### src/source/wb_pkg.sv
//============================================================================
// Write-back core package
// Widths, depths, function codes and the structs shared by the
// issue tracker, inflight queue, execution units and write-back stage
//============================================================================
`default_nettype none

package wb_pkg;

    // Datapath width and unit indices
    localparam int XLEN = 32;
    localparam int NUM_WB_UNITS = 2;
    localparam logic UNIT_ALU = 1'b0;
    localparam logic UNIT_MUL = 1'b1;

    // Tracking resources
    localparam int INFLIGHT_DEPTH = 4;
    localparam int ID_WIDTH = 2;
    localparam int REG_ADDR_WIDTH = 5;
    localparam int MUL_LATENCY = 3;

    // Live tag ceiling, sized to the tracker's counter
    localparam logic [ID_WIDTH:0] MAX_LIVE = (ID_WIDTH + 1)'(INFLIGHT_DEPTH);

    // ALU function codes
    localparam logic [1:0] FN_ADD = 2'd0;
    localparam logic [1:0] FN_SUB = 2'd1;
    localparam logic [1:0] FN_XOR = 2'd2;
    localparam logic [1:0] FN_AND = 2'd3;

    // Multiplier function codes, low or high half of the unsigned product
    localparam logic [1:0] FN_MUL_LO = 2'd0;
    localparam logic [1:0] FN_MUL_HI = 2'd1;

    // One instruction as presented at issue
    typedef struct packed {
        logic unit_id;
        logic [REG_ADDR_WIDTH-1:0] rd_addr;
        logic [1:0] fn;
        logic [XLEN-1:0] src_a;
        logic [XLEN-1:0] src_b;
    } issue_req_t;

    // Tracking entry held in the inflight queue
    typedef struct packed {
        logic unit_id;
        logic [ID_WIDTH-1:0] id;
        logic [REG_ADDR_WIDTH-1:0] rd_addr;
    } iq_entry_t;

    // Per-unit completion report
    typedef struct packed {
        logic done;
        logic [XLEN-1:0] rd;
    } unit_wb_t;

    // Register file write
    typedef struct packed {
        logic valid_write;
        logic [REG_ADDR_WIDTH-1:0] rd_addr;
        logic [ID_WIDTH-1:0] id;
        logic [XLEN-1:0] rd_data;
    } rf_wb_t;

endpackage

`default_nettype wire

### src/source/issue_tracker.sv
//============================================================================
// Issue tracker
// Hands out instruction tags, counts live tags and decides issue readiness
//============================================================================
`default_nettype none

module issue_tracker (
    input  logic clk,
    input  logic rst,

    input  logic issue,
    input  wb_pkg::issue_req_t issue_req,
    input  logic [wb_pkg::NUM_WB_UNITS-1:0] unit_busy,
    input  logic instruction_complete,

    output logic issue_ready,
    output logic push,
    output wb_pkg::iq_entry_t push_entry,
    output logic [wb_pkg::NUM_WB_UNITS-1:0] start
);

    logic [wb_pkg::ID_WIDTH-1:0] next_id;
    logic [wb_pkg::ID_WIDTH:0] live_count;
    logic active;
    logic accept;

    // Set one cycle after reset releases, keeps ready low through reset
    always_ff @(posedge clk) begin
        if (rst) begin
            active <= 1'b0;
        end else begin
            active <= 1'b1;
        end
    end

    // Room for a tag and the target unit can take work
    assign issue_ready = active & (live_count < wb_pkg::MAX_LIVE)
                       & ~unit_busy[issue_req.unit_id];
    assign accept = issue & issue_ready;

    // Tag counter wraps modulo the tag space
    always_ff @(posedge clk) begin
        if (rst) begin
            next_id <= '0;
        end else if (accept) begin
            next_id <= next_id + 1'b1;
        end
    end

    // Live count, up on issue and down on completion
    always_ff @(posedge clk) begin
        if (rst) begin
            live_count <= '0;
        end else begin
            case ({accept, instruction_complete})
                2'b10:   live_count <= live_count + 1'b1;
                2'b01:   live_count <= live_count - 1'b1;
                default: live_count <= live_count;
            endcase
        end
    end

    // Tracking entry for the queue
    assign push = accept;
    assign push_entry = '{unit_id: issue_req.unit_id, id: next_id, rd_addr: issue_req.rd_addr};

    // Steer start to the chosen unit
    assign start[wb_pkg::UNIT_ALU] = accept & (issue_req.unit_id == wb_pkg::UNIT_ALU);
    assign start[wb_pkg::UNIT_MUL] = accept & (issue_req.unit_id == wb_pkg::UNIT_MUL);

endmodule

`default_nettype wire

### src/source/inflight_queue.sv
//============================================================================
// Inflight queue
// Age-ordered tracking entries with per-entry pop and compaction
// Slot 0 mirrors the incoming push, slots above it are registered
//============================================================================
`default_nettype none

module inflight_queue (
    input  logic clk,
    input  logic rst,

    input  logic push,
    input  wb_pkg::iq_entry_t push_entry,
    input  logic [wb_pkg::INFLIGHT_DEPTH:0] pop,

    output logic [wb_pkg::INFLIGHT_DEPTH:0] valid,
    output wb_pkg::iq_entry_t entries [wb_pkg::INFLIGHT_DEPTH:0]
);

    // Registered slots, oldest entry in the highest slot
    logic [wb_pkg::INFLIGHT_DEPTH:1] q_valid;
    wb_pkg::iq_entry_t q_entries [wb_pkg::INFLIGHT_DEPTH:1];

    logic [wb_pkg::INFLIGHT_DEPTH:1] q_valid_next;
    wb_pkg::iq_entry_t q_entries_next [wb_pkg::INFLIGHT_DEPTH:1];

    // Next state: drop popped entries, pack survivors toward the oldest
    // slot, then place an unpopped push right behind them
    always_comb begin
        int wr;
        wr = wb_pkg::INFLIGHT_DEPTH;
        q_valid_next = '0;
        q_entries_next = q_entries;
        for (int i = wb_pkg::INFLIGHT_DEPTH; i >= 1; i--) begin
            if (q_valid[i] && !pop[i]) begin
                q_valid_next[wr] = 1'b1;
                q_entries_next[wr] = q_entries[i];
                wr = wr - 1;
            end
        end
        // Tag count keeps at least one slot free whenever a push arrives
        if (push && !pop[0] && wr >= 1) begin
            q_valid_next[wr] = 1'b1;
            q_entries_next[wr] = push_entry;
        end
    end

    always_ff @(posedge clk) begin
        if (rst) begin
            q_valid <= '0;
        end else begin
            q_valid <= q_valid_next;
        end
    end

    // Entry payload only matters while its valid bit is set
    always_ff @(posedge clk) begin
        q_entries <= q_entries_next;
    end

    // Slot 0 is this cycle's push
    assign valid = {q_valid, push};

    always_comb begin
        entries[0] = push_entry;
        for (int i = 1; i <= wb_pkg::INFLIGHT_DEPTH; i++) begin
            entries[i] = q_entries[i];
        end
    end

endmodule

`default_nettype wire

### src/source/exec_units.sv
//============================================================================
// Execution units
// Single-cycle adder/logic unit and a three-stage unsigned multiplier,
// each holding its result until write-back accepts it
//============================================================================
`default_nettype none

module exec_units (
    input  logic clk,
    input  logic rst,

    input  logic [wb_pkg::NUM_WB_UNITS-1:0] start,
    input  wb_pkg::issue_req_t issue_req,
    input  logic [wb_pkg::NUM_WB_UNITS-1:0] accepted,

    output wb_pkg::unit_wb_t unit_wb [wb_pkg::NUM_WB_UNITS-1:0],
    output logic done_on_first_cycle,
    output logic [wb_pkg::NUM_WB_UNITS-1:0] unit_busy
);

    logic [wb_pkg::XLEN-1:0] alu_result;
    logic [wb_pkg::XLEN-1:0] alu_rd;
    logic alu_done;

    // Multiplier stage valids, stage 1 and 2; stage 3 is mul_done
    logic [wb_pkg::MUL_LATENCY-1:1] mul_v;
    logic [wb_pkg::XLEN-1:0] mul_a;
    logic [wb_pkg::XLEN-1:0] mul_b;
    logic mul_hi_s1;
    logic mul_hi_s2;
    logic [2*wb_pkg::XLEN-1:0] mul_prod;
    logic [wb_pkg::XLEN-1:0] mul_rd;
    logic mul_done;

    // ALU function
    always_comb begin
        case (issue_req.fn)
            wb_pkg::FN_ADD: alu_result = issue_req.src_a + issue_req.src_b;
            wb_pkg::FN_SUB: alu_result = issue_req.src_a - issue_req.src_b;
            wb_pkg::FN_XOR: alu_result = issue_req.src_a ^ issue_req.src_b;
            default:        alu_result = issue_req.src_a & issue_req.src_b;
        endcase
    end

    // Result ready in the start cycle itself
    assign done_on_first_cycle = start[wb_pkg::UNIT_ALU];

    // A new start in the accept cycle keeps done high for the new result
    always_ff @(posedge clk) begin
        if (rst) begin
            alu_done <= 1'b0;
        end else if (start[wb_pkg::UNIT_ALU]) begin
            alu_done <= 1'b1;
        end else if (accepted[wb_pkg::UNIT_ALU]) begin
            alu_done <= 1'b0;
        end
    end

    always_ff @(posedge clk) begin
        if (start[wb_pkg::UNIT_ALU]) begin
            alu_rd <= alu_result;
        end
    end

    // Multiplier stage valids and hold flag
    always_ff @(posedge clk) begin
        if (rst) begin
            mul_v <= '0;
            mul_done <= 1'b0;
        end else begin
            mul_v <= {mul_v[1], start[wb_pkg::UNIT_MUL]};
            if (mul_v[wb_pkg::MUL_LATENCY-1]) begin
                mul_done <= 1'b1;
            end else if (accepted[wb_pkg::UNIT_MUL]) begin
                mul_done <= 1'b0;
            end
        end
    end

    // Operand capture, 64-bit product, then half select
    always_ff @(posedge clk) begin
        mul_a <= issue_req.src_a;
        mul_b <= issue_req.src_b;
        mul_hi_s1 <= (issue_req.fn == wb_pkg::FN_MUL_HI);
        mul_prod <= (2*wb_pkg::XLEN)'(mul_a) * (2*wb_pkg::XLEN)'(mul_b);
        mul_hi_s2 <= mul_hi_s1;
        if (mul_v[wb_pkg::MUL_LATENCY-1]) begin
            mul_rd <= mul_hi_s2 ? mul_prod[2*wb_pkg::XLEN-1:wb_pkg::XLEN]
                                : mul_prod[wb_pkg::XLEN-1:0];
        end
    end

    assign unit_wb[wb_pkg::UNIT_ALU] = '{done: alu_done, rd: alu_rd};
    assign unit_wb[wb_pkg::UNIT_MUL] = '{done: mul_done, rd: mul_rd};

    // Busy while a result waits or the pipe is working; free in accept cycle
    assign unit_busy[wb_pkg::UNIT_ALU] = alu_done & ~accepted[wb_pkg::UNIT_ALU];
    assign unit_busy[wb_pkg::UNIT_MUL] = (|mul_v) | (mul_done & ~accepted[wb_pkg::UNIT_MUL]);

endmodule

`default_nettype wire

### src/source/write_back.sv
//============================================================================
// Write-back stage
// Picks one finished instruction per cycle, writes its result and
// returns the accept and tag-free pulses
//============================================================================
`default_nettype none

module write_back (
    input  logic clk,
    input  logic rst,

    input  logic inorder,
    input  logic [wb_pkg::INFLIGHT_DEPTH:0] valid,
    input  wb_pkg::iq_entry_t entries [wb_pkg::INFLIGHT_DEPTH:0],
    output logic [wb_pkg::INFLIGHT_DEPTH:0] pop,

    input  wb_pkg::unit_wb_t unit_wb [wb_pkg::NUM_WB_UNITS-1:0],
    input  logic done_on_first_cycle,
    output logic [wb_pkg::NUM_WB_UNITS-1:0] accepted,

    output wb_pkg::rf_wb_t rf_wb,
    output logic instruction_complete,
    output logic [wb_pkg::ID_WIDTH-1:0] complete_id
);

    logic found;
    logic sel_done;
    wb_pkg::iq_entry_t sel_entry;

    logic sel_done_r;
    wb_pkg::iq_entry_t sel_entry_r;

    // Oldest-first scan of the registered slots
    // In-order stops at the first valid entry, done or not
    always_comb begin
        found = 1'b0;
        sel_done = 1'b0;
        sel_entry = entries[0];
        pop = '0;
        for (int i = wb_pkg::INFLIGHT_DEPTH; i >= 1; i--) begin
            if (!found && valid[i]
                    && (inorder || unit_wb[entries[i].unit_id].done)) begin
                found = 1'b1;
                sel_entry = entries[i];
                sel_done = unit_wb[entries[i].unit_id].done;
                pop[i] = sel_done;
            end
        end
        // Nothing older pending, try the ALU op issued this cycle
        if (!found && valid[0] && (entries[0].unit_id == wb_pkg::UNIT_ALU)) begin
            sel_done = done_on_first_cycle;
            pop[0] = done_on_first_cycle;
        end
    end

    always_ff @(posedge clk) begin
        if (rst) begin
            sel_done_r <= 1'b0;
        end else begin
            sel_done_r <= sel_done;
        end
    end

    always_ff @(posedge clk) begin
        sel_entry_r <= sel_entry;
    end

    // Register write, never to register zero
    assign rf_wb.valid_write = sel_done_r & (|sel_entry_r.rd_addr);
    assign rf_wb.rd_addr = sel_entry_r.rd_addr;
    assign rf_wb.id = sel_entry_r.id;
    assign rf_wb.rd_data = unit_wb[sel_entry_r.unit_id].rd;

    // Tag free
    assign instruction_complete = sel_done_r;
    assign complete_id = sel_entry_r.id;

    // One-hot accept back to the selected unit
    always_comb begin
        accepted = '0;
        accepted[sel_entry_r.unit_id] = sel_done_r;
    end

endmodule

`default_nettype wire

### src/source/reg_file.sv
//============================================================================
// Register file
// 32 words, one write port from write-back, one combinational read port
//============================================================================
`default_nettype none

module reg_file (
    input  logic clk,
    input  wb_pkg::rf_wb_t rf_wb,
    input  logic [wb_pkg::REG_ADDR_WIDTH-1:0] rs_addr,
    output logic [wb_pkg::XLEN-1:0] rs_data
);

    logic [wb_pkg::XLEN-1:0] regs [2**wb_pkg::REG_ADDR_WIDTH];

    always_ff @(posedge clk) begin
        if (rf_wb.valid_write) begin
            regs[rf_wb.rd_addr] <= rf_wb.rd_data;
        end
    end

    // Register zero is hardwired
    assign rs_data = (rs_addr == '0) ? '0 : regs[rs_addr];

endmodule

`default_nettype wire

### src/source/wb_core_top.sv
//============================================================================
// Write-back core top level
// Tracker, inflight queue, execution units, write-back and register file
//============================================================================
`default_nettype none

module wb_core_top (
    input  logic clk,
    input  logic rst,
    input  logic inorder,

    input  logic issue,
    input  wb_pkg::issue_req_t issue_req,
    output logic issue_ready,

    output wb_pkg::rf_wb_t rf_wb,
    output logic instruction_complete,

    input  logic [wb_pkg::REG_ADDR_WIDTH-1:0] rs_addr,
    output logic [wb_pkg::XLEN-1:0] rs_data
);

    // Tracker to queue and units
    logic push;
    wb_pkg::iq_entry_t push_entry;
    logic [wb_pkg::NUM_WB_UNITS-1:0] start;
    logic [wb_pkg::NUM_WB_UNITS-1:0] unit_busy;

    // Queue and write-back
    logic [wb_pkg::INFLIGHT_DEPTH:0] valid;
    wb_pkg::iq_entry_t entries [wb_pkg::INFLIGHT_DEPTH:0];
    logic [wb_pkg::INFLIGHT_DEPTH:0] pop;

    // Units and write-back
    wb_pkg::unit_wb_t unit_wb [wb_pkg::NUM_WB_UNITS-1:0];
    logic done_on_first_cycle;
    logic [wb_pkg::NUM_WB_UNITS-1:0] accepted;

    issue_tracker i_issue_tracker (
        .clk                  (clk),
        .rst                  (rst),
        .issue                (issue),
        .issue_req            (issue_req),
        .unit_busy            (unit_busy),
        .instruction_complete (instruction_complete),
        .issue_ready          (issue_ready),
        .push                 (push),
        .push_entry           (push_entry),
        .start                (start)
    );

    inflight_queue i_inflight_queue (
        .clk        (clk),
        .rst        (rst),
        .push       (push),
        .push_entry (push_entry),
        .pop        (pop),
        .valid      (valid),
        .entries    (entries)
    );

    exec_units i_exec_units (
        .clk                 (clk),
        .rst                 (rst),
        .start               (start),
        .issue_req           (issue_req),
        .accepted            (accepted),
        .unit_wb             (unit_wb),
        .done_on_first_cycle (done_on_first_cycle),
        .unit_busy           (unit_busy)
    );

    // Completion tag also travels in rf_wb.id
    write_back i_write_back (
        .clk                  (clk),
        .rst                  (rst),
        .inorder              (inorder),
        .valid                (valid),
        .entries              (entries),
        .pop                  (pop),
        .unit_wb              (unit_wb),
        .done_on_first_cycle  (done_on_first_cycle),
        .accepted             (accepted),
        .rf_wb                (rf_wb),
        .instruction_complete (instruction_complete),
        .complete_id          ()
    );

    reg_file i_reg_file (
        .clk     (clk),
        .rf_wb   (rf_wb),
        .rs_addr (rs_addr),
        .rs_data (rs_data)
    );

endmodule

`default_nettype wire

### config.mk
export PLATFORM = sky130hd
export DESIGN_NAME = wb_core_top
export DESIGN_NICKNAME = d
export VERILOG_FILES = /design/src/source/wb_pkg.sv /design/src/source/issue_tracker.sv /design/src/source/inflight_queue.sv /design/src/source/exec_units.sv /design/src/source/write_back.sv /design/src/source/reg_file.sv /design/src/source/wb_core_top.sv
export SDC_FILE = /design/constraint.sdc
export NUM_CORES = 2
export LEC_CHECK = 0
export ABC_AREA = 1
export BUFFER_PORTS_ARGS = -buffer_cell sky130_fd_sc_hd__buf_2
export CAP_MARGIN = 20
export CORE_MARGIN = 2
export CORE_UTILIZATION = 60
export CTS_CLUSTER_DIAMETER = 30
export CTS_CLUSTER_SIZE = 10
export DETAILED_ROUTE_END_ITERATION = 12
export GPL_TIMING_DRIVEN = 0
export PLACE_DENSITY_LB_ADDON = 0.12
export SLEW_MARGIN = 20
export SYNTH_ARGS = -nofsm -noshare
export SYNTH_HDL_FRONTEND = slang
export SYNTH_HIERARCHICAL = 1
export SYNTH_SLANG_ARGS = --single-unit
### constraint.sdc
create_clock -name clk -period 13.2 [get_ports clk]
set_input_delay 2.64 -clock clk [delete_from_list [all_inputs] [get_ports clk]]
set_output_delay 2.64 -clock clk [all_outputs]
set_load 0.02 [all_outputs]
==> results.md <==
* Outcome: finished with violations
* Failing checks: design-rule violations
* Grt total ovfl at 0
* Synth Cell Area at 92300 um^2
* CTS clk-pin slew, worst paths at 50 ps
* GPL Wtd Cong at 1.08
* Clk_lat worst skew at 880 ps
* Layout cell share with drive strength beyond 1 at 0.0928
* Flop-to-flop setup slack at about 4400 ps
* Via Count at 77.2k
* Worst r2r path cells at 21
* Initial Util at 0.606
* Class of the worst hold path: register to register
* Fmax achieved at ~0.11 GHz
* Final setup fails at 0
* Max-slew headroom at 0.108
* CTS sink cnt at approximately 1.3k
* Multi-input logic area at between 40000 and 50000 um^2
* Routed wire length per instance at 27.3 um
* Post-CTS sizing at 0
* Post-DP HPWL at between 200000 and 300000 um
* Num CTS Buffers at about 280
* Endpoint, Worst Hold: i_exec_units/mul_hi_s2$_DFF_P_
* Setup tns final at 0 ps
* Fin. max-slew vios at 0
* Core Box Area at between 150000 and 200000 um^2
* CP Max Fanout at 10
* Die width at between 300 and 400 um
* Area grow syn2layout at 14.8%
* Cells after synthesis at ~11k
* CP max stage delay at ~930 ps
* Finished Core Util at 0.695
* Crit Path Class: register to register
* Fill cells at roughly 12k
* Total track usage at 0.464
* Max-capacitance violation count at 0
* Measured slew at the worst slew-check pin at around 1300 ps
* CTS tree: done
* Worst EP arrival at 9450 ps
* Worst R2R End: i_exec_units/mul_prod[31]$_DFF_P_
* Syn Nets at 11.9k
* Hold slack at between 300 and 400 ps
* Crit-path leading delay family: adder cells
* CP Buf/Inv Count at 4
* Iteration-0 DRC count of the detailed router at 10.7k
* Post-CTS setup buffer count at 0
* Initial DRT Pass Iterations at 12
* Min-delay src: i_exec_units/mul_hi_s1$_DFF_P_
* CTS Hold Buffers Added at 0
* Worst-path cell chain: clkbuf_1, nand2_1, inv_1, fa_1, fa_1, inv_1, fa_1, fa_1, inv_1, fa_1, fa_1, fa_1, fa_1, ha_1, nand2_1, nor2_2, nand2_1, nor2_1, nand2_1, nand2_2, xor2_1
* Nets@finish at around 12k
* H-tree levels at 5
* First-pass GRT wire length at about 520000 um
* Final hold vios at 0
* Avg Cell Area, Syn at 8.74 um^2
* Setup crit start kind: register
* Die ar. at 157000 um^2
* Row count at roughly 140
* Fin crit period at about 9000 ps
* Die Y at 396 um
* Antenna Violating Nets Remaining at 0
* RSZ-0062 raised after global routing: no
* DRC violations left at 2
* Clk buf depth at 4
* Critical Path Stages at 21
* Layout Skew at around 96 ps
* Crit path max-delay cell type: clkbuf_1
* Most used cell, CP: fa_1
* Number of global-route vias before repair at between 70k and 80k
* Worst EP required at ~14000 ps
* FF/Latch Area at about 36000 um^2
* Root Driver: clkbuf_16
* Final period util at 0.665
* Total Wirelength at 362000 um
* YS warnings at 6
* Top-level port count at ~160
* Worst hold stages at 0
* Port Buffers at ~150
* FF-to-FF Start: i_exec_units/mul_a[20]$_DFF_P_
* Initial antenna violation count at 24
* Vias/cell at around 5.8
* Largest net degree at the start of global routing at 34
* Crit end category: register
==> final cells by class <==
cell class | count | share of cell area
Clock buffer | 331 | 0.0706
Antenna cell | 11 | 0.000260
Timing Repair Buffer | 192 | 0.0169
Clock inverter | 155 | 0.0148
Inverter | 2341 | 0.0830
Sequential cell | 1273 | 0.343
Multi-Input combinational cell | 6492 | 0.426
Buffer | 455 | 0.0214
Tap cell | 2030 | 0.0240
==> stage by stage <==
stage | cells | worst slack, ps | area (um^2)
after floorplan | 10600 | 6760 | 92300
after global placement | 12700 | 4740 | 95600
after detailed placement | 12800 | 4820 | 96900
after CTS | 13300 | 4770 | 106000
after global routing | 13300 | 4540 | 106000
final | 13300 | 4430 | 106000
==> how the worst max path moves through the flow <==
stage                              startpoint                                end  slack, ps
4_1_cts        i_exec_units/mul_b[13]$_DFF_P_  i_exec_units/mul_prod[31]$_DFF_P_       4770
3_3_place_gp    i_exec_units/mul_b[9]$_DFF_P_  i_exec_units/mul_prod[31]$_DFF_P_       4740
3_5_place_dp   i_exec_units/mul_b[13]$_DFF_P_  i_exec_units/mul_prod[31]$_DFF_P_       4820
6_report       i_exec_units/mul_a[20]$_DFF_P_  i_exec_units/mul_prod[31]$_DFF_P_       4430
2_1_floorplan                      rs_addr[1]                        rs_data[10]       6760
5_1_grt        i_exec_units/mul_b[13]$_DFF_P_  i_exec_units/mul_prod[31]$_DFF_P_       4540
==> cells in the final DEF, fill, tap and decap left out, types with 16 or more instances in the layout <==
master         n
nor2_4        46
o21ai_1       62
clkbuf_16    288
mux2_2        54
o21ai_0      233
fa_1         898
nand2_2       39
nand3_1      548
inv_1       2325
clkinvlp_4    16
nor2_1       597
xor2_1        65
edfxtp_1    1088
ha_1         333
nor2_2        24
buf_4         56
clkinv_1      42
nand3b_1      16
buf_12        27
buf_6         25
clkinv_2      44
nor3_1        17
nand2_1     3277
clkbuf_1     264
dfxtp_1      184
buf_2        266
bufinv_16     28
a21oi_1      144
buf_16        19
==> state kept, by name, summed over array words and instances (netlist names), 4 cells and up <==
register	flops
i_reg_file/regs	1024
i_exec_units/mul_prod	64
i_exec_units/alu_rd	32
i_exec_units/mul_a	32
i_exec_units/mul_b	32
i_exec_units/mul_rd	32
i_inflight_queue/entries	32
i_write_back/rf_wb	5
i_inflight_queue/q_valid	4
==> per-layer routing <==
metal | share of wire | wire length (um) | up-vias | global-route usage
met2 | 0.44 | 160000 | 5991 | 0.720
met3 | 0.13 | 45300 | 1714 | 0.131
met1 | 0.32 | 118000 | 36500 | 0.531
li1 | - | - | 32900 | -
met4 | 0.11 | 38600 | 20 | 0.393
met5 | 0.00085 | 307 | - | 0.00708
Power is not shown: default switching activity piles up to over one toggle a cycle in this logic, so the estimate is an artifact.
